File: src/conv_pkg.sv
//~~~~~~~~~~~~~~~~~~~~~~~~~~~~~~~~~~~~~~~~~~~~~~~~~~~~~~~~~~~~~~~~~~~~~~~~~~
// Shared types for the 3x3 convolution datapath
// Widths, beat opcodes and the records passed from stage to stage
//~~~~~~~~~~~~~~~~~~~~~~~~~~~~~~~~~~~~~~~~~~~~~~~~~~~~~~~~~~~~~~~~~~~~~~~~~~
package conv_pkg;

    // Pixel and weight width
    localparam int PIX_W = 16;

    // Adder tree width, nine full-scale products plus bias fit easily
    localparam int ACC_W = 40;

    // Width of a result on the master port
    localparam int OUT_W = 32;

    // Opcode carried in s_axis_tuser
    typedef enum logic [1:0] {
        OP_NOP    = 2'd0,
        OP_PIXEL  = 2'd1,
        OP_KERNEL = 2'd2,
        OP_BIAS   = 2'd3
    } conv_op_e;

    typedef logic signed [PIX_W-1:0] pix_t;

    // Weight k at position k, k = row * 3 + column
    typedef pix_t [8:0] kernel_t;

    // Decode to execute
    typedef struct packed {
        logic valid;
        pix_t data;
    } pix_beat_t;

    // One 3x3 window, same order as kernel_t
    typedef struct packed {
        logic       valid;
        logic       last;
        pix_t [8:0] px;
    } window_t;

    // Adder tree result
    typedef struct packed {
        logic                    valid;
        logic                    last;
        logic signed [ACC_W-1:0] acc;
    } sum_t;

endpackage

File: src/conv_line_buffer.sv
//~~~~~~~~~~~~~~~~~~~~~~~~~~~~~~~~~~~~~~~~~~~~~~~~~~~~~~~~~~~~~~~~~~~~~~~~~~
// Line buffer that turns a row-major pixel stream into 3x3 windows
// Two row memories feed a shifting window register
//~~~~~~~~~~~~~~~~~~~~~~~~~~~~~~~~~~~~~~~~~~~~~~~~~~~~~~~~~~~~~~~~~~~~~~~~~~
`timescale 1ns/1ps

module conv_line_buffer
    import conv_pkg::*;
#(
    parameter int IMG_W = 8
) (
    input  logic      clk,
    input  logic      rst_reg_last_chan,
    input  pix_beat_t pix,
    output window_t   window,
    output logic      retire
);
    localparam int CW = (IMG_W > 1) ? $clog2(IMG_W) : 1;

    // row1 holds the previous row, row2 the one before it
    pix_t row1_mem [IMG_W];
    pix_t row2_mem [IMG_W];

    pix_t [8:0]    win_px;
    logic          win_vld;
    logic          win_last;
    logic [CW-1:0] col;
    logic [CW-1:0] row;
    logic          col_end;
    logic          row_end;
    logic          win_ok;
    pix_t          top_px;
    pix_t          mid_px;

    assign col_end = (col == CW'(IMG_W - 1));
    assign row_end = (row == CW'(IMG_W - 1));
    assign win_ok  = (row >= CW'(2)) && (col >= CW'(2));

    // Column entering the window, oldest row first
    assign top_px = row2_mem[col];
    assign mid_px = row1_mem[col];

    // Pixels on the first two rows or columns never reach the FIFO
    assign retire = pix.valid && !win_ok;

    assign window = {win_vld, win_last, win_px};

    // Row and column position of the incoming pixel
    always_ff @(posedge clk) begin
        if (!rst_reg_last_chan) begin
            col <= '0;
            row <= '0;
        end else if (pix.valid) begin
            if (col_end) begin
                col <= '0;
                row <= row_end ? '0 : row + CW'(1);
            end else begin
                col <= col + CW'(1);
            end
        end
    end

    always_ff @(posedge clk) begin
        if (!rst_reg_last_chan) begin
            win_vld  <= 1'b0;
            win_last <= 1'b0;
        end else begin
            win_vld  <= pix.valid && win_ok;
            win_last <= pix.valid && win_ok && row_end && col_end;
        end
    end

    // Row memories and window shift
    always_ff @(posedge clk) begin
        if (pix.valid) begin
            row2_mem[col] <= mid_px;
            row1_mem[col] <= pix.data;
            for (int r = 0; r < 3; r++) begin
                win_px[r*3]   <= win_px[r*3+1];
                win_px[r*3+1] <= win_px[r*3+2];
            end
            win_px[2] <= top_px;
            win_px[5] <= mid_px;
            win_px[8] <= pix.data;
        end
    end

endmodule

File: config.mk
export PLATFORM = sky130hd
export DESIGN_NAME = conv_line_buffer
export DESIGN_NICKNAME = d
export VERILOG_FILES = /design/src/conv_pkg.sv /design/src/conv_line_buffer.sv
export SDC_FILE = /design/constraint.sdc
export NUM_CORES = 1
export LEC_CHECK = 0
export BUFFER_PORTS_ARGS = -buffer_cell sky130_fd_sc_hd__buf_2
export CORE_AREA = 2 2 195 197
export CTS_CLUSTER_SIZE = 8
export DETAILED_ROUTE_END_ITERATION = 8
export DIE_AREA = 0 0 197 199
export GPL_ROUTABILITY_DRIVEN = 0
export PLACE_DENSITY = 0.66
export SKIP_CTS_REPAIR_TIMING = 1
export SLEW_MARGIN = 30
export SYNTH_ARGS = -nofsm -noshare
export SYNTH_HDL_FRONTEND = slang
export SYNTH_SLANG_ARGS = --single-unit
File: constraint.sdc
create_clock -name clk -period 5.2 [get_ports clk]
set_input_delay 0.78 -clock clk [delete_from_list [all_inputs] [get_ports clk]]
set_output_delay 0.78 -clock clk [all_outputs]
set_load 0.01 [all_outputs]
Yosys cells after proc, flatten, opt, wreduce, memory -nomap -nowiden
Memories as Yosys holds them, arrays and structs flattened. A register that Yosys moved wholly into a read port is not among the register bits.
Index checks and enable logic that the tools add are counted.
W data, S select, Z words.
{"block": "classes", "addsub": 2, "n_mul": 0, "div": 0, "magnitude_cmp": 2, "n_eq_ne": 2, "shifts": 0, "muxes": 6, "n_bitwise": 0, "n_reduce_logical": 7}
{"cell": "$mux W3", "count": 4}
{"cell": "$add A3 B1 Y3 const B", "count": 2}
{"cell": "$eq A3 B3 Y1 const B", "count": 2}
{"cell": "$ge A3 B2 Y1 const B", "count": 2}
{"cell": "$logic_and A1 B1 Y1", "count": 5}
{"cell": "$mux W1", "count": 2}
{"cell": "$reduce_and A2 Y1", "count": 1}
{"cell": "$logic_not A1 Y1", "count": 1}
{"block": "totals", "ff_bits": 136, "latch_bits": 0, "ramBits": 256, "romBits": 0, "output_inout_bits": 147, "elab_cells": 33, "mem_count": 2}
{"name": "row1_mem", "words": 8, "word_bits": 16, "rd": 1, "rd_ports_with_merged_regs": 1, "wr": 1, "line": "conv_line_buffer.sv:21", "text": "pix_t row1_mem [IMG_W];"}
{"name": "row2_mem", "words": 8, "word_bits": 16, "rd": 1, "rd_ports_with_merged_regs": 1, "wr": 1, "line": "conv_line_buffer.sv:22", "text": "pix_t row2_mem [IMG_W];"}

Depth between registers and ports, before layout
{"block": "logic_depth", "word_depth": 5, "ltp_mapped": 7, "mapped_depth_nobuf": 5}

Least setup slack after synthesis
Ideal clock, no wire load.
{"block": "synth_timing", "kind": "input to register", "from": "input pix[16] in the netlist's numbering", "to": "memory row1_mem[1][0] in the netlist's numbering, enable pin", "setup_ps": 461, "arrival_ps": 3411, "required_time_ps": 4739, "setup_slack_ps": 1328, "path_stages": 3, "n_path_buf": 1, "path_cell_list": "clkbuf_1 nand2_1 nor3_1"}
{"block": "synth_between", "elab_chain_cells": 2}
{"item": "start: declaration", "line": "conv_line_buffer.sv:14", "text": "input pix_beat_t pix,"}
{"item": "$mux W1", "line": "conv_line_buffer.sv:75", "text": "if (pix.valid) begin"}
{"item": "$mux W1 (not written as such)", "line": "conv_line_buffer.sv:77", "text": "row1_mem[col] <= pix.data;"}
{"item": "end: declaration", "line": "conv_line_buffer.sv:21"}
No other way between the ends.

Final worst setup path
{"block": "layout_timing", "from": "register col[1]", "to": "output retire"}
{"block": "layout_between", "elab_chain_cells": 4}
{"item": "start: declaration", "line": "conv_line_buffer.sv:27", "text": "logic [CW-1:0] col;"}
{"item": "start signal: assignment", "line": "conv_line_buffer.sv:58", "text": "col <= col + CW'(1);"}
{"item": "$ge A3 B2 Y1", "line": "conv_line_buffer.sv:37", "text": "assign win_ok = (row >= CW'(2)) && (col >= CW'(2));"}
{"item": "$logic_and A1 B1 Y1", "line": "conv_line_buffer.sv:37"}
{"item": "$logic_not A1 Y1", "line": "conv_line_buffer.sv:44", "text": "assign retire = pix.valid && !win_ok;"}
{"item": "$logic_and A1 B1 Y1", "line": "conv_line_buffer.sv:44"}
{"item": "end: declaration", "line": "conv_line_buffer.sv:16", "text": "output logic retire"}
No other way between the ends.

==> out/metrics.cfg <==
[grt]
antenna_found_initial = 0
grt_max_degree = 70
grt_overflow_total = 0
grt_first_pass_wirelength_um = 38300
grt_pass1_vias = 6473
gr-usage-all-layers_pct = 13.1

[clock_network]
numCtsBuffers = 57
root_buffer = clkbuf_16
cts_buffer_depth = 3
cts_tree = built
clkTransAtPathRegs_ns = 0.05
insertion_delay_ns = 0.57
clkSinkCount = 411
htreeDepth = 2

[power]
power.leakage_uw = 0.00611
ir_drop_v = 0.000228
power_density_nw_per_um2 = 422

[drt]
routedWlPerCell_um = 20.3
firstDrtPassIters = 6
drc = 0
vias_per_cell = 4.98
ant_nets = 0
via_count = 6418
drt_iter0_drc = 295
routed_wl_um = 26100

[worst_setup_path]
endpoint_kind = output pin
reg2reg_to = row1_mem[1][0]
path_cells = buf_4, ha_1, nor3_1, o21a_1, buf_2
critPathKind = reg -> out
critical_path.startpoint_type = flop
ff2ff_path_depth = 3
cp.arrival_ns = 2.42
required_ns = 4.42
reg2reg_slack_ns = 2.64
cpLargestDelayFamily = flip-flops
crit_buf_inv = 2
r2r-start = col[0]
cp_max_fo = 20
slowest_delay_ns = 0.80
cp_slowest_cell = dfxtp_1

[timing]
fmax_mhz = 312
finalHoldViolations = 0
finalSetupTns_ns = 0
period_minus_slack_ns = 3.20
timing.final.crit_share_pct = 61.6
skew_ns = 0.0249
slew_viol_final = 0
rsz0062_at_grt = no
maxSlewHeadroom_pct = 40.6
setup_viol = 0
fin_ws_ns = 2.00
tightestPinTransition_ns = 0.890

[layout]
nNetsFinal = 827
drive_gt1_share_pct = 36.9
fillers = 3029
final_common_cell = edfxtp_1
seqCellArea_sq_um = 12200
diodes = 0
final_cell_area_sq_um = 17700
syn_to_final_growth_pct = 21.1
layout_common_cells = edfxtp_1 (400), buf_2 (164), clkbuf_16 (57), mux4_1 (42), mux2_2 (29)
multi_input_area_sq_um = 2290

[yosys]
synth_nets = 612
yosysWarnings = 0
postSynthAreaPerCell_sq_um = 25.0
synth_edf_count = 400
ys_types = 31
syn_inst = 587
syn-cell-area_sq_um = 14700
synth_flop_cell = edfxtp_1
synth-seq-cells = 411
synth-seq-area-share_pct = 83.5
async_reset_ff_share_pct = 0

[die]
core_area_sq_um = 37100
die_w_um = 197
dieArea_sq_um = 39200
ioPinCount = 166
die_y_um = 199
start_util_pct = 39.5
row_count = 71

[placement]
dp_hpwl_um = 15800
postPlaceCellArea_sq_um = 16200
dp_slack_ns = 2.15
portBuffers = 165

[run]
maxCapViolations = 0

[worst_hold_path]
min-delay-start = window[127]
hold_depth = 0
whs_endpoint = window[111]
hp-class = reg -> reg

[status]
status = finished, final reports clean

[cells by family after synthesis]
kind of cell | count (synthesis) | share of synthesized area, %
DFF | 411 | 83.5
muxes | 94 | 13.0
and+or+nand+nor | 38 | 1.18
buffers and inverters | 27 | 1.26
AOI/OAI and AO/OA | 11 | 0.530
adders and majority gates | 6 | 0.512
[registers in the layout (all words and copies together) (netlist names), named ones only]
name,count
row1_mem,128
win_vld,1
col,3
window,144
row2_mem,128
win_last,1
row,3
[Yosys cell counts, drive strengths merged (2+ instances only)]
cell	number	area (sq um)
a31oi	2	12.5
nand2b	4	25.0
edfxtp	400	12000
dfxtp	11	220
mux2	29	327
inv	3	11.3
clkbuf	6	23.8
o21a	2	15.0
a21oi	2	10.0
buf	18	149
mux4	62	1550
ha	6	75.1
nor3	5	25.0
nor2	11	41.3
nand2	14	52.6
mux2i	3	30.0
[per-layer routing]
| metal | vias to the layer above | global-route usage, % | share of wire [%] |
|---|---|---|---|
| li1 | 2897 | - | - |
| met1 | 3304 | 17.6 | 45 |
| met3 | 37 | 3.07 | 4.9 |
| met5 | - | 0 | 0 |
| met2 | 180 | 20.9 | 48 |
| met4 | 0 | 5.12 | 2.0 |
[stage by stage]
step           cells  hold WS [ns]  utilization (%)  total power (uW)
5_1_grt         1288         0.446             47.8              7760
4_1_cts         1288         0.433             47.8              7600
3_5_place_dp    1217         0.428             43.7              4400
2_1_floorplan    587         0.454                -              4190
3_3_place_gp    1208         0.423             43.1              4380
6_report        1288         0.432             47.8              7490
[worst register-to-register path, delay by kind of cell, from the launching register on]
kind / cells / cell delay (ns)
flops: 1 / 0.69
buf+inv: 1 / 0.46
simple gates: 2 / 1.05
[area by class of cell]
type                    instances  area share [%]
repair buffers                180            6.27
flip-flops and latches        411            69.0
inverters                       3          0.0635
well taps                     474            3.34
multi-input cells             149            12.9
clock buffers                  68            8.27
clock inverters                 3           0.141
[worst max-delay path by stage]
stage               slack [ns]    start  cells after the start              end
floorplan                 1.33  pix[16]                      3   row1_mem[1][0]
global placement          2.23   col[0]                      3   row2_mem[1][7]
detailed placement        2.15   col[0]                      3  row2_mem[1][10]
CTS                       1.68   col[0]                      5           retire
global route              1.79   col[1]                      5           retire
finish                    2.00   col[1]                      5           retire
[report_power, final]
group / leakage, uW / switching (uW) / internal [uW]
Sequential: 0.00383 / 73.4 / 3840
Clock: 0.000725 / 1230 / 1940
Combinational: 0.00156 / 238 / 173
Total: 0.00611 / 1540 / 5950
Power figures use the tool's default switching activity.
