### config.mk
export PLATFORM = sky130hd
export DESIGN_NAME = conv_stream_decoder
export DESIGN_NICKNAME = d
export VERILOG_FILES = /design/src/conv_pkg.sv /design/src/conv_stream_decoder.sv
export SDC_FILE = /design/constraint.sdc
export NUM_CORES = 1
export LEC_CHECK = 0
export BUFFER_PORTS_ARGS = -buffer_cell sky130_fd_sc_hd__buf_2
export CORE_MARGIN = 5
export CORE_UTILIZATION = 40
export CTS_CLUSTER_SIZE = 25
export DETAILED_ROUTE_END_ITERATION = 12
export PLACE_DENSITY = 0.81
export SKIP_CTS_REPAIR_TIMING = 1
export SLEW_MARGIN = 10
export SYNTH_ARGS = -nofsm -noshare
export SYNTH_HDL_FRONTEND = slang
export SYNTH_SLANG_ARGS = --single-unit
export TNS_END_PERCENT = 1
### constraint.sdc
create_clock -name clk -period 3.7 [get_ports clk]
set_input_delay 0.74 -clock clk [delete_from_list [all_inputs] [get_ports clk]]
set_output_delay 0.74 -clock clk [all_outputs]
set_load 0.02 [all_outputs]
### src/conv_pkg.sv
//~~~~~~~~~~~~~~~~~~~~~~~~~~~~~~~~~~~~~~~~~~~~~~~~~~~~~~~~~~~~~~~~~~~~~~~~~~
// Shared types for the 3x3 convolution datapath
// Widths, beat opcodes and the records passed from stage to stage
//~~~~~~~~~~~~~~~~~~~~~~~~~~~~~~~~~~~~~~~~~~~~~~~~~~~~~~~~~~~~~~~~~~~~~~~~~~
package conv_pkg;

    // Pixel and weight width
    localparam int PIX_W = 16;

    // Adder tree width, nine full-scale products plus bias fit easily
    localparam int ACC_W = 40;

    // Width of a result on the master port
    localparam int OUT_W = 32;

    // Opcode carried in s_axis_tuser
    typedef enum logic [1:0] {
        OP_NOP    = 2'd0,
        OP_PIXEL  = 2'd1,
        OP_KERNEL = 2'd2,
        OP_BIAS   = 2'd3
    } conv_op_e;

    typedef logic signed [PIX_W-1:0] pix_t;

    // Weight k at position k, k = row * 3 + column
    typedef pix_t [8:0] kernel_t;

    // Decode to execute
    typedef struct packed {
        logic valid;
        pix_t data;
    } pix_beat_t;

    // One 3x3 window, same order as kernel_t
    typedef struct packed {
        logic       valid;
        logic       last;
        pix_t [8:0] px;
    } window_t;

    // Adder tree result
    typedef struct packed {
        logic                    valid;
        logic                    last;
        logic signed [ACC_W-1:0] acc;
    } sum_t;

endpackage

### src/conv_stream_decoder.sv
//~~~~~~~~~~~~~~~~~~~~~~~~~~~~~~~~~~~~~~~~~~~~~~~~~~~~~~~~~~~~~~~~~~~~~~~~~~
// Input beat decoder, holds kernel and bias, forwards pixels
// Pixel beats are accepted only against free output FIFO credit
//~~~~~~~~~~~~~~~~~~~~~~~~~~~~~~~~~~~~~~~~~~~~~~~~~~~~~~~~~~~~~~~~~~~~~~~~~~
`timescale 1ns/1ps

module conv_stream_decoder
    import conv_pkg::*;
#(
    parameter int FIFO_DEPTH = 8
) (
    input  logic                               clk,
    input  logic                               rst_reg_last_chan,
    input  logic [9*PIX_W-1:0]                 s_axis_tdata,
    input  conv_op_e                           s_axis_tuser,
    input  logic                               s_axis_tvalid,
    output logic                               s_axis_tready,
    input  logic [$clog2(FIFO_DEPTH+1)-1:0]    free_slots,
    input  logic                               retire_lb,
    input  logic                               retire_out,
    output pix_beat_t                          pix,
    output kernel_t                            kernel,
    output pix_t                               bias
);
    localparam int CNT_W = $clog2(FIFO_DEPTH + 1);

    logic             ready_en;
    logic [CNT_W-1:0] in_flight;
    logic             credit_ok;
    logic             pix_acc;
    logic             ker_acc;
    logic             bias_acc;

    // One more pixel fits only if every pixel in flight already has a slot
    assign credit_ok     = free_slots > in_flight;
    assign s_axis_tready = ready_en && ((s_axis_tuser != OP_PIXEL) || credit_ok);

    always_comb begin
        pix_acc  = 1'b0;
        ker_acc  = 1'b0;
        bias_acc = 1'b0;
        if (s_axis_tvalid && s_axis_tready) begin
            case (s_axis_tuser)
                OP_PIXEL:  pix_acc  = 1'b1;
                OP_KERNEL: ker_acc  = 1'b1;
                OP_BIAS:   bias_acc = 1'b1;
                // OP_NOP is taken and dropped
                default:   ;
            endcase
        end
    end

    always_ff @(posedge clk) begin
        if (!rst_reg_last_chan) begin
            ready_en  <= 1'b0;
            in_flight <= '0;
            pix.valid <= 1'b0;
            kernel    <= '0;
            bias      <= '0;
        end else begin
            ready_en  <= 1'b1;
            // Both retire sources may fire in the same cycle
            in_flight <= in_flight + CNT_W'(pix_acc) - CNT_W'(retire_lb) - CNT_W'(retire_out);
            pix.valid <= pix_acc;
            if (ker_acc) begin
                kernel <= kernel_t'(s_axis_tdata);
            end
            if (bias_acc) begin
                bias <= pix_t'(s_axis_tdata[PIX_W-1:0]);
            end
        end
        if (pix_acc) begin
            pix.data <= pix_t'(s_axis_tdata[PIX_W-1:0]);
        end
    end

endmodule

# After elaboration in Yosys (flattened, before gate mapping)
# Index checks and enable logic that the tools add are counted.
[totals]
input_bits = 155
wordCells = 32
ff_bits = 182
[op_classes]
n_addsub = 3
order_cmp = 1
mux = 7
reduce_logical = 3
n_eq_ne = 4
[ops]
columns = ["operator", "n"]
rows = [
  ["$sub A4 B1 Y4", 2],
  ["$mux W1", 7],
  ["$add A4 B1 Y4", 1],
  ["$eq A2 B2 Y1 const B", 2],
  ["$gt A4 B4 Y1", 1],
  ["$eq A2 B1 Y1 const B", 1],
  ["$logic_and A1 B1 Y1", 2],
  ["$ne A2 B1 Y1 const B", 1],
  ["$logic_or A1 B1 Y1", 1],
]

# Logic depth before layout (Yosys ltp)
# Gate-level depths: netlist of run 1.
[logic_depth]
ltp_word = 8
depth_mapped = 11
mapped_depth_nobuf = 11

# Least setup slack after synthesis of run 1
# OpenSTA, ideal clock, no wires.
[synth_path]
kind = "input to register"
start = "input port free_slots[3]"
end = "register in_flight[2]"
setup_time_ns = 0.115
t_arrival_ns = 3.359
path_stages = 8
t_required_ns = 3.585
path_slack_ns = 0.226
path_buffers = 0
cell_sequence = "ha_1 > nand4_1 > or3b_1 > a21oi_1 > ha_1 > ha_1 > fa_1 > and2_1"
[synth_between]
elab_chain_cells = 8
[synth_lines]
columns = ["element", "line_no", "text"]
rows = [
  ["start: declaration", "conv_stream_decoder.sv:18", "input logic [$clog2(FIFO_DEPTH+1)-1:0] free_slots,"],
  ["$gt A4 B4 Y1", "conv_stream_decoder.sv:35", "assign credit_ok = free_slots > in_flight;"],
  ["$logic_or A1 B1 Y1", "conv_stream_decoder.sv:36", "assign s_axis_tready = ready_en && ((s_axis_tuser != OP_PIXEL) || credit_ok);"],
  ["$logic_and A1 B1 Y1", "conv_stream_decoder.sv:36", ""],
  ["$logic_and A1 B1 Y1", "conv_stream_decoder.sv:42", "if (s_axis_tvalid && s_axis_tready) begin"],
  ["$mux W1", "conv_stream_decoder.sv:42", ""],
  ["net pix_acc", "conv_stream_decoder.sv:30", "logic pix_acc;"],
  ["$add A4 B1 Y4", "conv_stream_decoder.sv:63", "in_flight <= in_flight + CNT_W'(pix_acc) - CNT_W'(retire_lb) - CNT_W'(retire_out);"],
  ["$sub A4 B1 Y4 (2 in series)", "conv_stream_decoder.sv:63", ""],
  ["end signal: assignment", "conv_stream_decoder.sv:63", ""],
  ["end: declaration", "conv_stream_decoder.sv:28", "logic [CNT_W-1:0] in_flight;"],
]
# The timed path passes the listed nets, and every way through them passes these cells.
# A chain may end at the register's enable or synchronous reset.

# Worst setup path after layout of run 1
[layout_path]
start = "input port free_slots[3]"
end = "register in_flight[3]"
# Same word-level chain as after synthesis.

==> run summary, run 1 <==
number of antenna-violating nets in the routed design - 0
crit path kind - input pin to flip-flop
fill count - 1,578
chip width - 144 um
# diodes - 0
CP max FO - 3
highest clock rate - 384 MHz
Core ar. - 17,400 um2
crit end category - flip-flop
syn nets - 916
Layout area overhead - 32.3%
Peak supply drop - 0.335 mV
max-slew violations - 0
initial DRC count - 270
critical-path cell list - buf_2 -> ha_1 -> a211oi_1 -> a21oi_1 -> ha_1 -> ha_1 -> fa_1 -> xnor2_1 -> xnor2_1 -> nor2_1
Cells after Synth - 752
post-route core utilization - 54.3%
DP HPWL - 13,800 um
clock-pin slew of the registers on the worst-case setup and hold paths - 0.06 ns
Nets - 1,213
PwrDens - 453 nW/um2
CTS tree - yes
EDFF count, synth - 16
Seq cells post-synth - 182
largest net degree at the start of global routing - 119
IO Count - 333
# rows - 48
HP Class - flip-flop to flip-flop
CTS Sinks - 182
Worst EP arrival - 2.90 ns
Rel. slew slack - 36.7%
final total power - 4280 uW
worst slew pin tran - 0.948 ns
most used cell, CP - ha_1
First-pass DRT Iterations - 4
CTS root buf - clkbuf_16
Avg Cell Area, Syn - 9.50 um2
Main synth FF type - dfxtp_1
RSZ-0062 raised after global routing - false
min Tclk post-route - 2.60 ns
DRC errors left - 0
sequential area share after synthesis - 53.3%
vias in the first global route - 5,960
H-tree Lvls - 4
P_leak - 0.00423 uW
CP Launch Type - input pin
global-route wire length before repair - 29,200 um
Final Cycle Share - 70.3%
Routed WL - 18,700 um
Critical Path Max Stage Delay - 0.39 ns
gr usage total - 17.5%
outcome - finished, final reports clean
Max Cap Viol - 0
CP max stage cell - fa_1
clock buffer count from CTS - 17
final setup violation count - 0
CP required - 4.00 ns
Initial Utilization - 41.0%
port buffer count - 332
vias per cell - 4.77
routed length per placed instance - 14.5 um
Routability Congestion - 0.874
Die Footprint - 20,600 um2
final hold violation count - 0
Die H - 144 um
Final Skew - 0.0121 ns
antenna violations before repair - 0
DR vias - 6,144
TNS Setup - 0 ns
Clock Path Buffers - 2
Synth warnings - 0
GR Overflow Total - 0
clk_lat worst skew - 0.42 ns
Synth cell types - 25
fraction of layout cells with a size suffix above 1 - 44.9%
Mapped Area - 7140 um2
Async S/R FF share, synth - 0%
[critical path: cells and delay by family]
| family | cells | cell delay (ns) |
|---|---|---|
| fa+ha+maj | 4 | 1.14 |
| compound gates | 2 | 0.53 |
| simple gates | 1 | 0.06 |
| xor+xnor | 2 | 0.33 |
| buf+inv | 1 | 0.10 |
[state kept, by name (all words and copies together) (netlist names)]
register   count
kernel       144
pix           17
bias          16
in_flight      4
ready_en       1
[area by class of cell]
cell class / count / area (um2) / share of cell area (%)
clock buffers: 18 / 429 / 4.54
clock inverters: 14 / 138 / 1.46
inverters: 10 / 37.5 / 0.397
multi-input cells: 492 / 2910 / 30.8
flip-flops and latches: 182 / 3800 / 40.2
well taps: 225 / 282 / 2.98
repair buffers: 346 / 1850 / 19.6
[per-layer routing]
layer	track usage, %	wire (um)	vias up
li1	-	-	3161
met1	20.7	7570	2741
met2	30.1	9120	224
met3	6.42	1740	18
met4	4.96	263	0
met5	0	0	-
[Yosys cell counts (2+ instances only)]
cell type	number	area share [%]
dfxtp_1	166	47
nand2_1	145	7.6
o21ai_1	120	8.4
nand3_2	100	14
nand3_1	60	4.2
o21ai_0	41	2.9
clkbuf_1	30	1.6
buf_2	19	1.3
edfxtp_1	16	6.7
buf_6	15	2.4
inv_1	10	0.53
ha_1	7	1.2
buf_1	4	0.21
and2_1	3	0.26
a211oi_1	2	0.21
a21oi_1	2	0.14
fa_1	2	0.56
nand4_1	2	0.18
xnor2_1	2	0.25
[cells by family after synthesis]
| family | after synthesis | synth area share, % |
|---|---|---|
| xor gates and xnor gates | 2 | 0.245 |
| DFF | 182 | 53.3 |
| and+or+nand+nor | 315 | 27.0 |
| adders and majority gates | 9 | 1.79 |
| AOI/OAI and AO/OA | 166 | 11.7 |
| buffers and inverters | 78 | 6.01 |
[layout by cell type (no fill, tap or decap)]
cell	netlist	final
nand4_1	2	2
a21oi_1	2	2
dfxtp_1	166	166
or3b_1	1	1
o21ai_1	120	120
inv_8	0	3
nand2_1	145	145
nand3_1	60	60
clkbuf_16	0	17
nand2b_1	1	1
nand3_2	100	100
nor2b_1	1	1
clkinv_1	0	1
nor2_1	1	1
bufinv_16	0	1
buf_8	0	1
buf_12	0	6
nand4b_4	1	1
o211ai_1	1	1
fa_1	2	2
buf_2	19	331
clkinv_2	0	1
a211oi_1	2	2
inv_4	0	1
and2_1	3	3
edfxtp_1	16	16
inv_6	0	5
inv_1	10	10
xnor2_1	2	2
clkbuf_1	30	1
o21ai_0	41	41
clkinvlp_4	0	2
ha_1	7	7
buf_4	0	8
[final timing paths]
| path | endpoint | depth (start not counted) | startpoint | slack (ns) |
|---|---|---|---|---|
| max | in_flight[3] | 10 | free_slots[3] | 1.10 |
| max reg2reg | in_flight[3] | 10 | in_flight[3] | 1.12 |
| min | kernel[35] | 2 | kernel[35] | 0.45 |
| min reg2reg | kernel[35] | 2 | kernel[35] | 0.45 |
[per-stage QoR]
step	hold WS, ns	setup slack [ns]	area [um2]	std cells
5_1_grt	0.466	0.965	9450	1287
3_3_place_gp	0.438	0.802	8880	1255
2_1_floorplan	0.484	0.226	7140	752
3_5_place_dp	0.442	0.710	8880	1255
4_1_cts	0.454	1.12	9450	1287
6_report	0.450	1.10	9450	1287
[where the power goes]
group          internal [uW]  total [uW]  leakage, uW  switching [uW]
registers               2040        2070      0.00149            31.9
logic                    179         456      0.00246             277
clock network            950        1750     0.000276             798
No activity file was read; power rests on OpenSTA's default activity.
==> inputs of run 2 (changes only) <==
- clock period: 3.7 -> 2.2 ns (I/O delays scaled with it)
==> run summary, run 2 (same netlist as run 1, synthesis figures left out) <==
First-pass DRT Iterations - 4
highest clock rate - 426 MHz
CTS Sinks - 182
IO Count - 333
global-route wire length before repair - 29,700 um
post-layout instance area - 9700 um2
crit path buf inv count - 1
Final Skew - 0.0115 ns
critical register-to-register path startpoint - in_flight[1]
Routed WL - 19,000 um
DR vias - 6,220
vias in the first global route - 6,000
worst setup margin - -0.147 ns
hold slack final - 0.217 ns
vias per cell - 4.77
gr usage total - 17.9%
worst slew pin tran - 0.360 ns
outcome - complete, but fails checks
Core ar. - 17,400 um2
Initial Utilization - 41.0%
Crit path max-delay family - adder cells
clock buffer count from CTS - 17
DP HPWL - 14,300 um
largest registers - kernel x144, pix x17, bias x16
Max Cap Viol - 0
largest net degree at the start of global routing - 66
crit end category - flip-flop
max reg flops - 144
P_leak - 0.00432 uW
CP max stage cell - fa_2
most frequent cells in the layout - buf_2, dfxtp_1, nand2_1, o21ai_1, nand3_2
fraction of layout cells with a size suffix above 1 - 46.8%
Die Footprint - 20,600 um2
clk_lat worst skew - 0.42 ns
critical-path cell list - inv_2 -> ha_4 -> nor2b_1 -> o211ai_1 -> a21oi_4 -> ha_4 -> ha_4 -> fa_2 -> xnor2_1 -> xnor2_1 -> nor2_1
most common cell after layout, fill and taps aside - buf_2
HP Class - input pin to flip-flop
final setup violation count - 3
Die H - 144 um
most used cell, CP - ha_4
Nets - 1,230
CP Launch Type - flip-flop
hold path startpoint - s_axis_tdata[9]
antenna violations before repair - 0
Critical Path Max Stage Delay - 0.35 ns
Rel. slew slack - 76.0%
Biggest register - kernel
CTS tree - yes
initial DRC count - 366
Post-DP Area - 9150 um2
final hold violation count - 0
DRC errors left - 0
# diodes - 0
Routability Congestion - 0.846
min Tclk post-route - 2.35 ns
Worst Setup SP - in_flight[1]
CP max FO - 2
routed length per placed instance - 14.6 um
Final Cycle Share - 107%
Peak supply drop - 0.481 mV
# rows - 48
CP required - 2.51 ns
max-slew violations - 0
port buffer count - 332
Clock Path Buffers - 2
Layout area overhead - 35.8%
Worst EP arrival - 2.66 ns
clock-pin slew of the registers on the worst-case setup and hold paths - 0.07 ns
failing checks - negative setup slack
number of antenna-violating nets in the routed design - 0
CTS root buf - clkbuf_16
PwrDens - 748 nW/um2
crit path kind - flip-flop to flip-flop
H-tree Lvls - 4
GR Overflow Total - 0
chip width - 144 um
RSZ-0062 raised after global routing - true
==> run 2: cell types whose count changed in the layout (fill, tap and decap cells not counted), sizes merged <==
cell    delta
clkbuf     +3
buf       +17
clkinv     +1
inv        -5
==> run 2: metrics by stage <==
step / setup WS, ns / power (uW) / std cells / setup TNS, ns / utilization [%]
after global placement: -0.306 / 4420 / 1272 / -0.464 / 52.5
after CTS: -0.201 / 7340 / 1303 / -0.413 / 55.7
after detailed placement: -0.380 / 4450 / 1272 / -0.598 / 52.5
after global routing: -0.247 / 7640 / 1303 / -0.665 / 55.7
final: -0.147 / 7260 / 1303 / -0.338 / 55.7
after floorplan: -0.290 / 4070 / 752 / -0.575 / -
==> run 2: area by class of cell <==
class | instances | area (um2)
repair buffers | 363 | 2020
clock inverters | 10 | 98.8
inverters | 10 | 40.0
clock buffers | 21 | 450
well taps | 225 | 282
multi-input cells | 492 | 3010
flip-flops and latches | 182 | 3800
fillers | 1560 | 7720
==> run 2: worst paths after layout <==
check,endpoint,slack (ns),cells after the start
setup / recovery,in_flight[3],-0.15,11
hold / removal,pix[9],0.22,1
setup reg to reg,in_flight[3],-0.15,11
hold reg to reg,kernel[83],0.45,2
==> run 2: power by group <==
| group | switching [uW] | internal (uW) | leakage [uW] |
|---|---|---|---|
| Combinational | 508 | 386 | 0.00256 |
| Clock | 1280 | 1600 | 0.000265 |
| Sequential | 52.0 | 3440 | 0.00149 |
| Total | 1840 | 5420 | 0.00432 |
==> run 2: routing by layer <==
metal | GRT usage [%] | part of all wire (%)
met5 | 0 | 0
met4 | 6.54 | 2.4
met2 | 29.2 | 48
met1 | 22.2 | 41
met3 | 5.96 | 8.2
