File: config.mk
export PLATFORM = sky130hd
export DESIGN_NAME = conv_output_stage
export DESIGN_NICKNAME = d
export VERILOG_FILES = /design/src/conv_pkg.sv /design/src/conv_output_stage.sv
export SDC_FILE = /design/constraint.sdc
export NUM_CORES = 1
export LEC_CHECK = 0
export ABC_AREA = 1
export BUFFER_PORTS_ARGS = -buffer_cell sky130_fd_sc_hd__buf_2
export CELL_PAD_IN_SITES_DETAIL_PLACEMENT = 1
export CELL_PAD_IN_SITES_GLOBAL_PLACEMENT = 1
export CORE_UTILIZATION = 40
export CTS_CLUSTER_SIZE = 12
export DETAILED_ROUTE_END_ITERATION = 12
export HOLD_SLACK_MARGIN = 0.05
export PLACE_DENSITY = 0.67
export SLEW_MARGIN = 20
export SYNTH_ARGS = -nofsm -noshare
export SYNTH_HDL_FRONTEND = slang
export SYNTH_SLANG_ARGS = --single-unit
File: constraint.sdc
create_clock -name clk -period 3 [get_ports clk]
set_input_delay 0.6 -clock clk [delete_from_list [all_inputs] [get_ports clk]]
set_output_delay 0.6 -clock clk [all_outputs]
set_load 0.02 [all_outputs]
File: src/conv_pkg.sv
//~~~~~~~~~~~~~~~~~~~~~~~~~~~~~~~~~~~~~~~~~~~~~~~~~~~~~~~~~~~~~~~~~~~~~~~~~~
// Shared types for the 3x3 convolution datapath
// Widths, beat opcodes and the records passed from stage to stage
//~~~~~~~~~~~~~~~~~~~~~~~~~~~~~~~~~~~~~~~~~~~~~~~~~~~~~~~~~~~~~~~~~~~~~~~~~~
package conv_pkg;

    // Pixel and weight width
    localparam int PIX_W = 16;

    // Adder tree width, nine full-scale products plus bias fit easily
    localparam int ACC_W = 40;

    // Width of a result on the master port
    localparam int OUT_W = 32;

    // Opcode carried in s_axis_tuser
    typedef enum logic [1:0] {
        OP_NOP    = 2'd0,
        OP_PIXEL  = 2'd1,
        OP_KERNEL = 2'd2,
        OP_BIAS   = 2'd3
    } conv_op_e;

    typedef logic signed [PIX_W-1:0] pix_t;

    // Weight k at position k, k = row * 3 + column
    typedef pix_t [8:0] kernel_t;

    // Decode to execute
    typedef struct packed {
        logic valid;
        pix_t data;
    } pix_beat_t;

    // One 3x3 window, same order as kernel_t
    typedef struct packed {
        logic       valid;
        logic       last;
        pix_t [8:0] px;
    } window_t;

    // Adder tree result
    typedef struct packed {
        logic                    valid;
        logic                    last;
        logic signed [ACC_W-1:0] acc;
    } sum_t;

endpackage

File: src/conv_output_stage.sv
//~~~~~~~~~~~~~~~~~~~~~~~~~~~~~~~~~~~~~~~~~~~~~~~~~~~~~~~~~~~~~~~~~~~~~~~~~~
// Bias add, 32-bit saturation and the output FIFO on the master port
//~~~~~~~~~~~~~~~~~~~~~~~~~~~~~~~~~~~~~~~~~~~~~~~~~~~~~~~~~~~~~~~~~~~~~~~~~~
`timescale 1ns/1ps

module conv_output_stage
    import conv_pkg::*;
#(
    parameter int FIFO_DEPTH = 8
) (
    input  logic                            clk,
    input  logic                            rst_reg_last_chan,
    input  sum_t                            sum,
    input  pix_t                            bias,
    output logic [OUT_W-1:0]                m_axis_tdata,
    output logic                            m_axis_tvalid,
    output logic                            m_axis_tlast,
    input  logic                            m_axis_tready,
    output logic [$clog2(FIFO_DEPTH+1)-1:0] free_slots,
    output logic                            retire
);
    localparam int CNT_W = $clog2(FIFO_DEPTH + 1);
    localparam int PW    = (FIFO_DEPTH > 1) ? $clog2(FIFO_DEPTH) : 1;

    localparam logic signed [ACC_W-1:0] SAT_HI = {{(ACC_W-OUT_W+1){1'b0}}, {(OUT_W-1){1'b1}}};
    localparam logic signed [ACC_W-1:0] SAT_LO = {{(ACC_W-OUT_W+1){1'b1}}, {(OUT_W-1){1'b0}}};

    logic [OUT_W-1:0] data_mem [FIFO_DEPTH];
    logic             last_mem [FIFO_DEPTH];

    logic signed [ACC_W-1:0] biased;
    logic [OUT_W-1:0]        sat;
    logic [PW-1:0]           wr_ptr;
    logic [PW-1:0]           rd_ptr;
    logic [CNT_W-1:0]        count;
    logic                    pop;

    assign biased = sum.acc + {{(ACC_W-PIX_W){bias[PIX_W-1]}}, bias};

    always_comb begin
        if (biased > SAT_HI) begin
            sat = SAT_HI[OUT_W-1:0];
        end else if (biased < SAT_LO) begin
            sat = SAT_LO[OUT_W-1:0];
        end else begin
            sat = biased[OUT_W-1:0];
        end
    end

    // Credit for the window's pixel returns as it lands in the FIFO
    assign retire        = sum.valid;
    assign pop           = m_axis_tvalid && m_axis_tready;
    assign free_slots    = CNT_W'(FIFO_DEPTH) - count;
    assign m_axis_tvalid = (count != '0);
    assign m_axis_tdata  = data_mem[rd_ptr];
    assign m_axis_tlast  = m_axis_tvalid && last_mem[rd_ptr];

    always_ff @(posedge clk) begin
        if (!rst_reg_last_chan) begin
            wr_ptr <= '0;
            rd_ptr <= '0;
            count  <= '0;
        end else begin
            if (sum.valid) begin
                wr_ptr <= (wr_ptr == PW'(FIFO_DEPTH - 1)) ? '0 : wr_ptr + PW'(1);
            end
            if (pop) begin
                rd_ptr <= (rd_ptr == PW'(FIFO_DEPTH - 1)) ? '0 : rd_ptr + PW'(1);
            end
            count <= count + CNT_W'(sum.valid) - CNT_W'(pop);
        end
    end

    // Write is never refused, the decoder's credit keeps a slot free
    always_ff @(posedge clk) begin
        if (sum.valid) begin
            data_mem[wr_ptr] <= sat;
            last_mem[wr_ptr] <= sum.last;
        end
    end

endmodule

=== After elaboration in Yosys (flattened, before gate mapping) ===
Memories as Yosys holds them, arrays and structs flattened. A register that Yosys moved wholly into a read port is not among the register bits.
Cells that the tools add are included.

* Register bits after elaboration: 10
* Bits in writable memories: 264
* Output and inout bits: 39
* Word-level logic and storage cells: 28
* Memories: 2

* Add/subtract/negate cells: 6
* $lt $le $gt $ge: 2
* Equal/unequal tests: 2
* Mux-type cells: 10
* Reductions and logical operators: 3

{| class="wikitable"
|+ Memories
! name !! words !! bits a word !! rd ports !! clocked after Yosys merged registers in !! wr ports !! line !! text
|-
| data_mem || 8 || 32 || 1 || 1 || 1 || conv_output_stage.sv:28 || <nowiki>logic [OUT_W-1:0] data_mem [FIFO_DEPTH];</nowiki>
|-
| last_mem || 8 || 1 || 1 || 1 || 1 || conv_output_stage.sv:29 || <nowiki>logic last_mem [FIFO_DEPTH];</nowiki>
|}

{| class="wikitable"
|+ Operators by type and width
! kind !! number
|-
| 32-bit 2-to-1 mux || 2
|-
| 40-bit adder || 1
|-
| 40-bit by 32-bit greater-than comparator with 1-bit output (second input constant) || 1
|-
| 40-bit by 32-bit < comparator with 1-bit output (second input constant) || 1
|-
| 3-bit 2-to-1 mux || 6
|-
| 3-bit by 1-bit adder with 3-bit output (second input constant) || 2
|-
| 3-bit equality test (second input constant) || 2
|-
| 4-bit by 1-bit adder with 4-bit output || 1
|-
| 4-bit nonzero test || 1
|-
| 4-bit by 1-bit subtractor with 4-bit output || 1
|-
| 4-bit subtractor (first input constant) || 1
|-
| 1-bit logical AND || 2
|-
| 1-bit 2-to-1 mux || 2
|}

=== Longest topological paths before layout ===
Gate-level depths: netlist of run 1.

* Depth in word-level cells: 4
* Mapped depth: 20
* Gate-level depth less buffers: 19

=== Least setup slack after synthesis of run 1 ===
OpenSTA, ideal clock, no wires.

* Path kind: input to register
* Start: input sum[41] in the netlist's numbering
* End: memory data_mem[0][0], enable pin
* Library setup time: 0.423 ns
* Arrival: 2.382 ns
* Setup slack: 0.195 ns
* Stages: 3
* Path through: inv_1 -> or2_2 -> nor2_1

* Cells in the longest elaborated chain, start to end: 2

{| class="wikitable"
|+ Ends and longest elaborated chain
! element !! line !! text
|-
| start, declared || conv_output_stage.sv:13 || <nowiki>input sum_t sum,</nowiki>
|-
| 1-bit 2-to-1 mux || conv_output_stage.sv:76 || <nowiki>if (sum.valid) begin</nowiki>
|-
| 1-bit 2-to-1 mux (implied by the code) || conv_output_stage.sv:77 || <nowiki>data_mem[wr_ptr] <= sat;</nowiki>
|-
| end, declared || conv_output_stage.sv:28 ||
|}

No other way between the ends.

==> flow_metrics.tcl, run 1 <==
set metrics [dict create \
    synth_top_cell_by_area "edfxtp_1" \
    design_area_um2 17200 \
    hold_slack_ns 0.371 \
    gp_congestion 0.810 \
    power_frac_comb_pct 37.1 \
    synthFlopType "edfxtp_1" \
    yosysSeqAreaShare_pct 58.3 \
    area_delta_synth_final_pct 22.4 \
    async_flop_share_pct 0 \
    setup_viol 0 \
    drt_first_pass_iters 4 \
    yosys.cell_types.count 38 \
    hold_path.class "primary input to register" \
    hp-start "rst_reg_last_chan" \
    yosys_warnings 0 \
    drv_cap 0 \
    total_leakage_power_nw 7.00 \
    root_buffer "clkbuf_16" \
    layout_commonest_cell "nor2_1" \
    vias 11009 \
    hold_depth 3 \
    cts_hold_buf 0 \
    die_h_um 189 \
    crit_path_end_kind "output port" \
    tritoncts "done" \
    die_w_um 189 \
    p_int_w 0.00796 \
    clk_latency_ns 0.52 \
    power.net_switching_w 0.00432 \
    coreArea_um2 34500 \
    ys_seq_elements 277 \
    clkPwrFrac_pct 23.8 \
    drive_above_1_share_pct 22.4 \
    synth_area_per_cell_um2 9.51 \
    critical_path_required_ns 2.40 \
    drt_iter0_markers 434 \
    viasPerCell 5.07 \
    dpl_worst_slack_ns -0.515 \
    rr_worst_depth 12 \
    fillers 3996 \
    syn-num-nets 1590 \
    grt.overflow.total 0 \
    place_area_um2 16200 \
    start_util_pct 40.7 \
    place.detailed.hpwl_um 26900 \
    switching_share_pct 35.2 \
    finalMaxSlewViolations 0 \
    track_usage_pct 22.0 \
    cts_max_path_buffers 3 \
    setup_tns_ns 0 \
    critical_path_arrival_ns 2.28 \
    critPathKind "register to output port" \
    hold_viol_final 0 \
    antenna_found_initial 0 \
    fin_util_pct 49.8 \
    status "finished clean" \
    layout.nets 1817 \
    ios 100 \
    synth_edf_count 264 \
    die_area_um2 35900 \
    cts_inserted_buffers 27 \
    numPortBuffers 99 \
    rr_startpoint "count[1]$_SDFF_PN0_" \
    pwr-share-seq_pct 39.2 \
    synthTopCellsByArea "edfxtp_1, nor2_1, nand2_1, o21ai_0, ha_1" \
    p_per_area_nw_per_um2 714 \
    ant_nets 0 \
    fin_worst_skew_ns 0.0113 \
    wire_per_inst_um 18.1 \
    antennaDiodeCount 0 \
    worst_pin_slew_ns 0.644 \
    critPathLaunchType "register" \
    cts_max_level 1 \
    path_clk_slew_ns 0.06 \
    routed_wl_um 39300 \
    irDropWorstVdd_mv 0.411 \
    num_rows 68 \
    maxSlewHeadroom_pct 57.0 \
    crit_path_max_fanout 34 \
    grt_pass1_vias 11448 \
    fmax_ghz 0.347 \
    fin_crit_ns 2.88 \
    cts_sinks 277 \
    syn-cell-area_um2 14000 \
    drcViolationCount 0 \
    timing.final.crit_share_pct 95.9 \
    most-common-layout-cells "nor2_1, edfxtp_1, nand2_1" \
    worst_slack_ns 0.122 \
    syn_inst 1477 \
    rsz0062_at_grt "true" \
    grt_max_degree 69 \
    synth.top_cell.area_share_pct 56.4 \
    grt_first_pass_wirelength_um 61200 \
]
per-layer routing:
metal	GRT usage [%]	vias up	wire length, µm
met5	0	-	0
met4	4.53	0	616
met3	1.80	38	1240
met2	40.5	207	20000
met1	27.9	5326	17400
li1	-	5438	-
synth_stat cells (all sizes together), types with 4 or more instances:
library cell	n
a21oi	38
a31oi	40
and2	4
buf	11
clkbuf	47
dfxtp	13
edfxtp	264
ha	50
inv	120
nand2	312
nand3	29
nor2	309
nor3	8
o21ai	146
o21bai	5
o22ai	33
xnor2	12
xor2	22
final timing paths:
check,endpoint,slack (ns)
min,count[0]$_SDFF_PN0_,0.37
min reg2reg,register,0.51
max reg2reg,count[2]$_SDFF_PN0_,0.66
max,m_axis_tdata[31],0.12
metrics by stage:
stage | std cells | power, W
CTS | 2169 | 0.0123
detailed placement | 2128 | 0.00934
global placement | 2128 | 0.00920
finish | 2171 | 0.0123
global route | 2171 | 0.0129
floorplan | 1477 | 0.00760
power by group through the flow:
stage | combinational, W | sequential [W] | clock [W]
after floorplan | 0.00276 | 0.00484 | 0
after global placement | 0.00430 | 0.00489 | 0
after detailed placement | 0.00444 | 0.00490 | 0
after CTS | 0.00447 | 0.00482 | 0.00297
after global routing | 0.00501 | 0.00482 | 0.00309
final | 0.00455 | 0.00481 | 0.00292
flip-flops by register name, summed over array words and instances, names as in the netlist, named ones only:
| register | count |
|---|---|
| wr_ptr | 3 |
| rd_ptr | 3 |
| last_mem | 8 |
| count | 4 |
| data_mem | 256 |
cells by family after synthesis:
family                   after synthesis  share of synthesized area (%)
flip-flops                           277                           58.3
XOR/XNOR                              34                           2.25
AO/OA/AOI/OAI                        264                           10.3
adder cells (fa/ha/maj)               52                           4.74
AND/OR/NAND/NOR                      670                           19.3
buffers and inverters                180                           5.21
critical path, cell delays in order, from the launching register on:
cell and delay [ns]:
dfxtp_4 0.50, buf_6 0.30, o21ai_0 0.14, o22ai_1 0.17
nor2_1 0.07, a31oi_1 0.31, buf_2 0.24
final cells by class:
cell class	count	area (µm²)	area share, %
Inverter	122	460	2.68
Clock buffer	39	731	4.25
Tap cell	455	569	3.31
Sequential cell	277	8190	47.6
Clock inverter	2	8.76	0.0509
Timing Repair Buffer	256	1890	11.0
Multi-Input combinational cell	1020	5350	31.1
what timing repair did:
action                     in CTS  in global routing
cloned                          0                  1
setup endpoints to repair       9                274
pin swaps                       0                  0
setup buffers                   0                  1
gates resized for setup         0                 51
No activity file was read; power rests on OpenSTA's default activity.
==> run 2, diff against run 1 <==
- CORE_UTILIZATION: 40 -> 47
- PLACE_DENSITY: 0.67 -> unset
- PLACE_DENSITY_LB_ADDON: unset -> 0.1
==> flow_metrics.tcl, run 2 (synthesis gave the netlist of run 1 again) <==
set metrics [dict create \
    fin_crit_ns 2.94 \
    postCtsSetupBuffers 0 \
    grt_pass1_vias 12332 \
    hold_path.class "primary input to register" \
    hold_viol_final 0 \
    die_w_um 175 \
    fin_worst_skew_ns 0.00818 \
    drv_cap 0 \
    critPathKind "register to output port" \
    clk_latency_ns 0.53 \
    irDropWorstVdd_mv 0.384 \
    worst_pin_slew_ns 0.649 \
    cts_hold_buf 0 \
    antennaDiodeCount 0 \
    gp_congestion 0.855 \
    clkPwrFrac_pct 24.9 \
    root_buffer "clkbuf_16" \
    rr_worst_depth 12 \
    die_area_um2 30600 \
    ant_nets 0 \
    power_frac_comb_pct 36.6 \
    status "finished clean" \
    rsz0062_at_grt "false" \
    timing.final.crit_share_pct 98.0 \
    most-common-layout-cells "nor2_1, nand2_1, edfxtp_1" \
    coreArea_um2 29100 \
    largest_register_ffs 256 \
    reg_top3 "data_mem x256, last_mem x8, count x4" \
    ios 100 \
    total_leakage_power_nw 6.97 \
    wire_per_inst_um 19.9 \
    drt_iter0_markers 869 \
    routed_wl_um 41700 \
    tritoncts "done" \
    power.net_switching_w 0.00451 \
    crit_path_end_kind "output port" \
    track_usage_pct 27.5 \
    switching_share_pct 36.2 \
    p_int_w 0.00794 \
    numPortBuffers 99 \
    rr_startpoint "count[1]$_SDFF_PN0_" \
    power.total_w 0.0125 \
    critical_path_arrival_ns 2.34 \
    finalMaxSlewViolations 0 \
    hold_depth 3 \
    place_area_um2 16100 \
    fin_util_pct 58.4 \
    rrSetupSlack_ns 0.67 \
    drt_first_pass_iters 5 \
    setup_viol 0 \
    place.detailed.hpwl_um 27900 \
    cts_max_level 1 \
    drive_above_1_share_pct 21.7 \
    num_rows 62 \
    cts_sinks 277 \
    grt_first_pass_wirelength_um 65300 \
    cts_inserted_buffers 28 \
    r2r_end "count[2]$_SDFF_PN0_" \
    antenna_found_initial 0 \
    start_util_pct 48.3 \
    min_to "count[0]$_SDFF_PN0_" \
    pwr-share-seq_pct 38.5 \
    crit_path_max_fanout 45 \
    grt_max_degree 88 \
    viasPerCell 5.47 \
    maxSlewHeadroom_pct 56.7 \
    cts_max_path_buffers 3 \
    layout.nets 1813 \
    hp-start "rst_reg_last_chan" \
    area_delta_synth_final_pct 21.0 \
    critPathLaunchType "register" \
    drcViolationCount 0 \
    critical_path_required_ns 2.40 \
    fmax_ghz 0.340 \
    die_h_um 175 \
    path_clk_slew_ns 0.06 \
    vias 11466 \
    regMostFlops "data_mem" \
    grt.overflow.total 0 \
    design_area_um2 17000 \
    layout_commonest_cell "nor2_1" \
    p_per_area_nw_per_um2 733 \
]
==> run 2: changes by cell type in the layout (fill, tap and decap cells not counted), moves of 2 or more <==
cell	before	now
clkbuf_1	11	5
ha_1	41	46
ha_2	5	1
clkinv_2	1	4
nand2_1	261	264
nand2_2	50	47
buf_12	13	11
clkinv_1	3	5
nor2_1	289	291
nor2_2	10	8
==> run 2: layer usage <==
| layer | share of wire (%) | GRT usage, % | vias up |
|---|---|---|---|
| li1 | - | - | 5436 |
| met1 | 43 | 35.2 | 5633 |
| met2 | 51 | 49.9 | 334 |
| met3 | 4.3 | 2.31 | 63 |
| met4 | 1.9 | 7.50 | 0 |
| met5 | 0 | 0 | - |
==> run 2: worst max-delay path by stage <==
stage	start	to	slack, ns	cells after the start
3_5_place_dp	bias[15]	data_mem[7][15]$_DFFE_PP_	-0.49	17
2_1_floorplan	sum[41]	data_mem[0][0]$_DFFE_PP_	0.19	3
3_3_place_gp	bias[15]	data_mem[0][2]$_DFFE_PP_	-0.38	17
5_1_grt	sum[0]	data_mem[6][21]$_DFFE_PP_	0.002	19
4_1_cts	register	m_axis_tdata[31]	0.003	6
6_report	register	m_axis_tdata[0]	0.06	6
==> run 2: power groups by stage <==
stage	Clock (W)	Sequential [W]	Combinational, W
detailed placement	0	0.00488	0.00443
global route	0.00324	0.00481	0.00499
finish	0.00310	0.00480	0.00456
CTS	0.00312	0.00480	0.00450
floorplan	0	0.00484	0.00276
global placement	0	0.00486	0.00422
==> run 2: what timing repair did <==
action / in CTS / in global routing
endpoints found under the setup margin: 1 / 254
resized for setup: 1 / 36
gates cloned: 0 / 0
==> run 2: area by class of cell <==
type	count	area [µm²]
Clock inverter	7	31.3
Inverter	122	463
Fill cell	3337	12100
Sequential cell	277	8190
Multi-Input combinational cell	1020	5300
Tap cell	384	480
Clock buffer	34	744
Timing Repair Buffer	251	1780
==> run 2: stage by stage <==
step | setup TNS (ns) | hold slack [ns] | worst slack, ns | instances
6_report | 0 | 0.368 | 0.0614 | 2095
5_1_grt | 0 | 0.382 | 0.00163 | 2095
4_1_cts | 0 | 0.362 | 0.00317 | 2095
3_5_place_dp | -112.69 | 0.513 | -0.491 | 2054
3_3_place_gp | -90.35 | 0.497 | -0.385 | 2054
2_1_floorplan | 0 | 0.481 | 0.195 | 1477
==> run 2: worst max-delay path, cell delays in order (launching register included) <==
cell,delay (ns)
dfxtp_4,0.40
buf_6,0.33
o21ai_0,0.18
o22ai_1,0.21
nor2_1,0.08
a31oi_1,0.35
buf_2,0.24
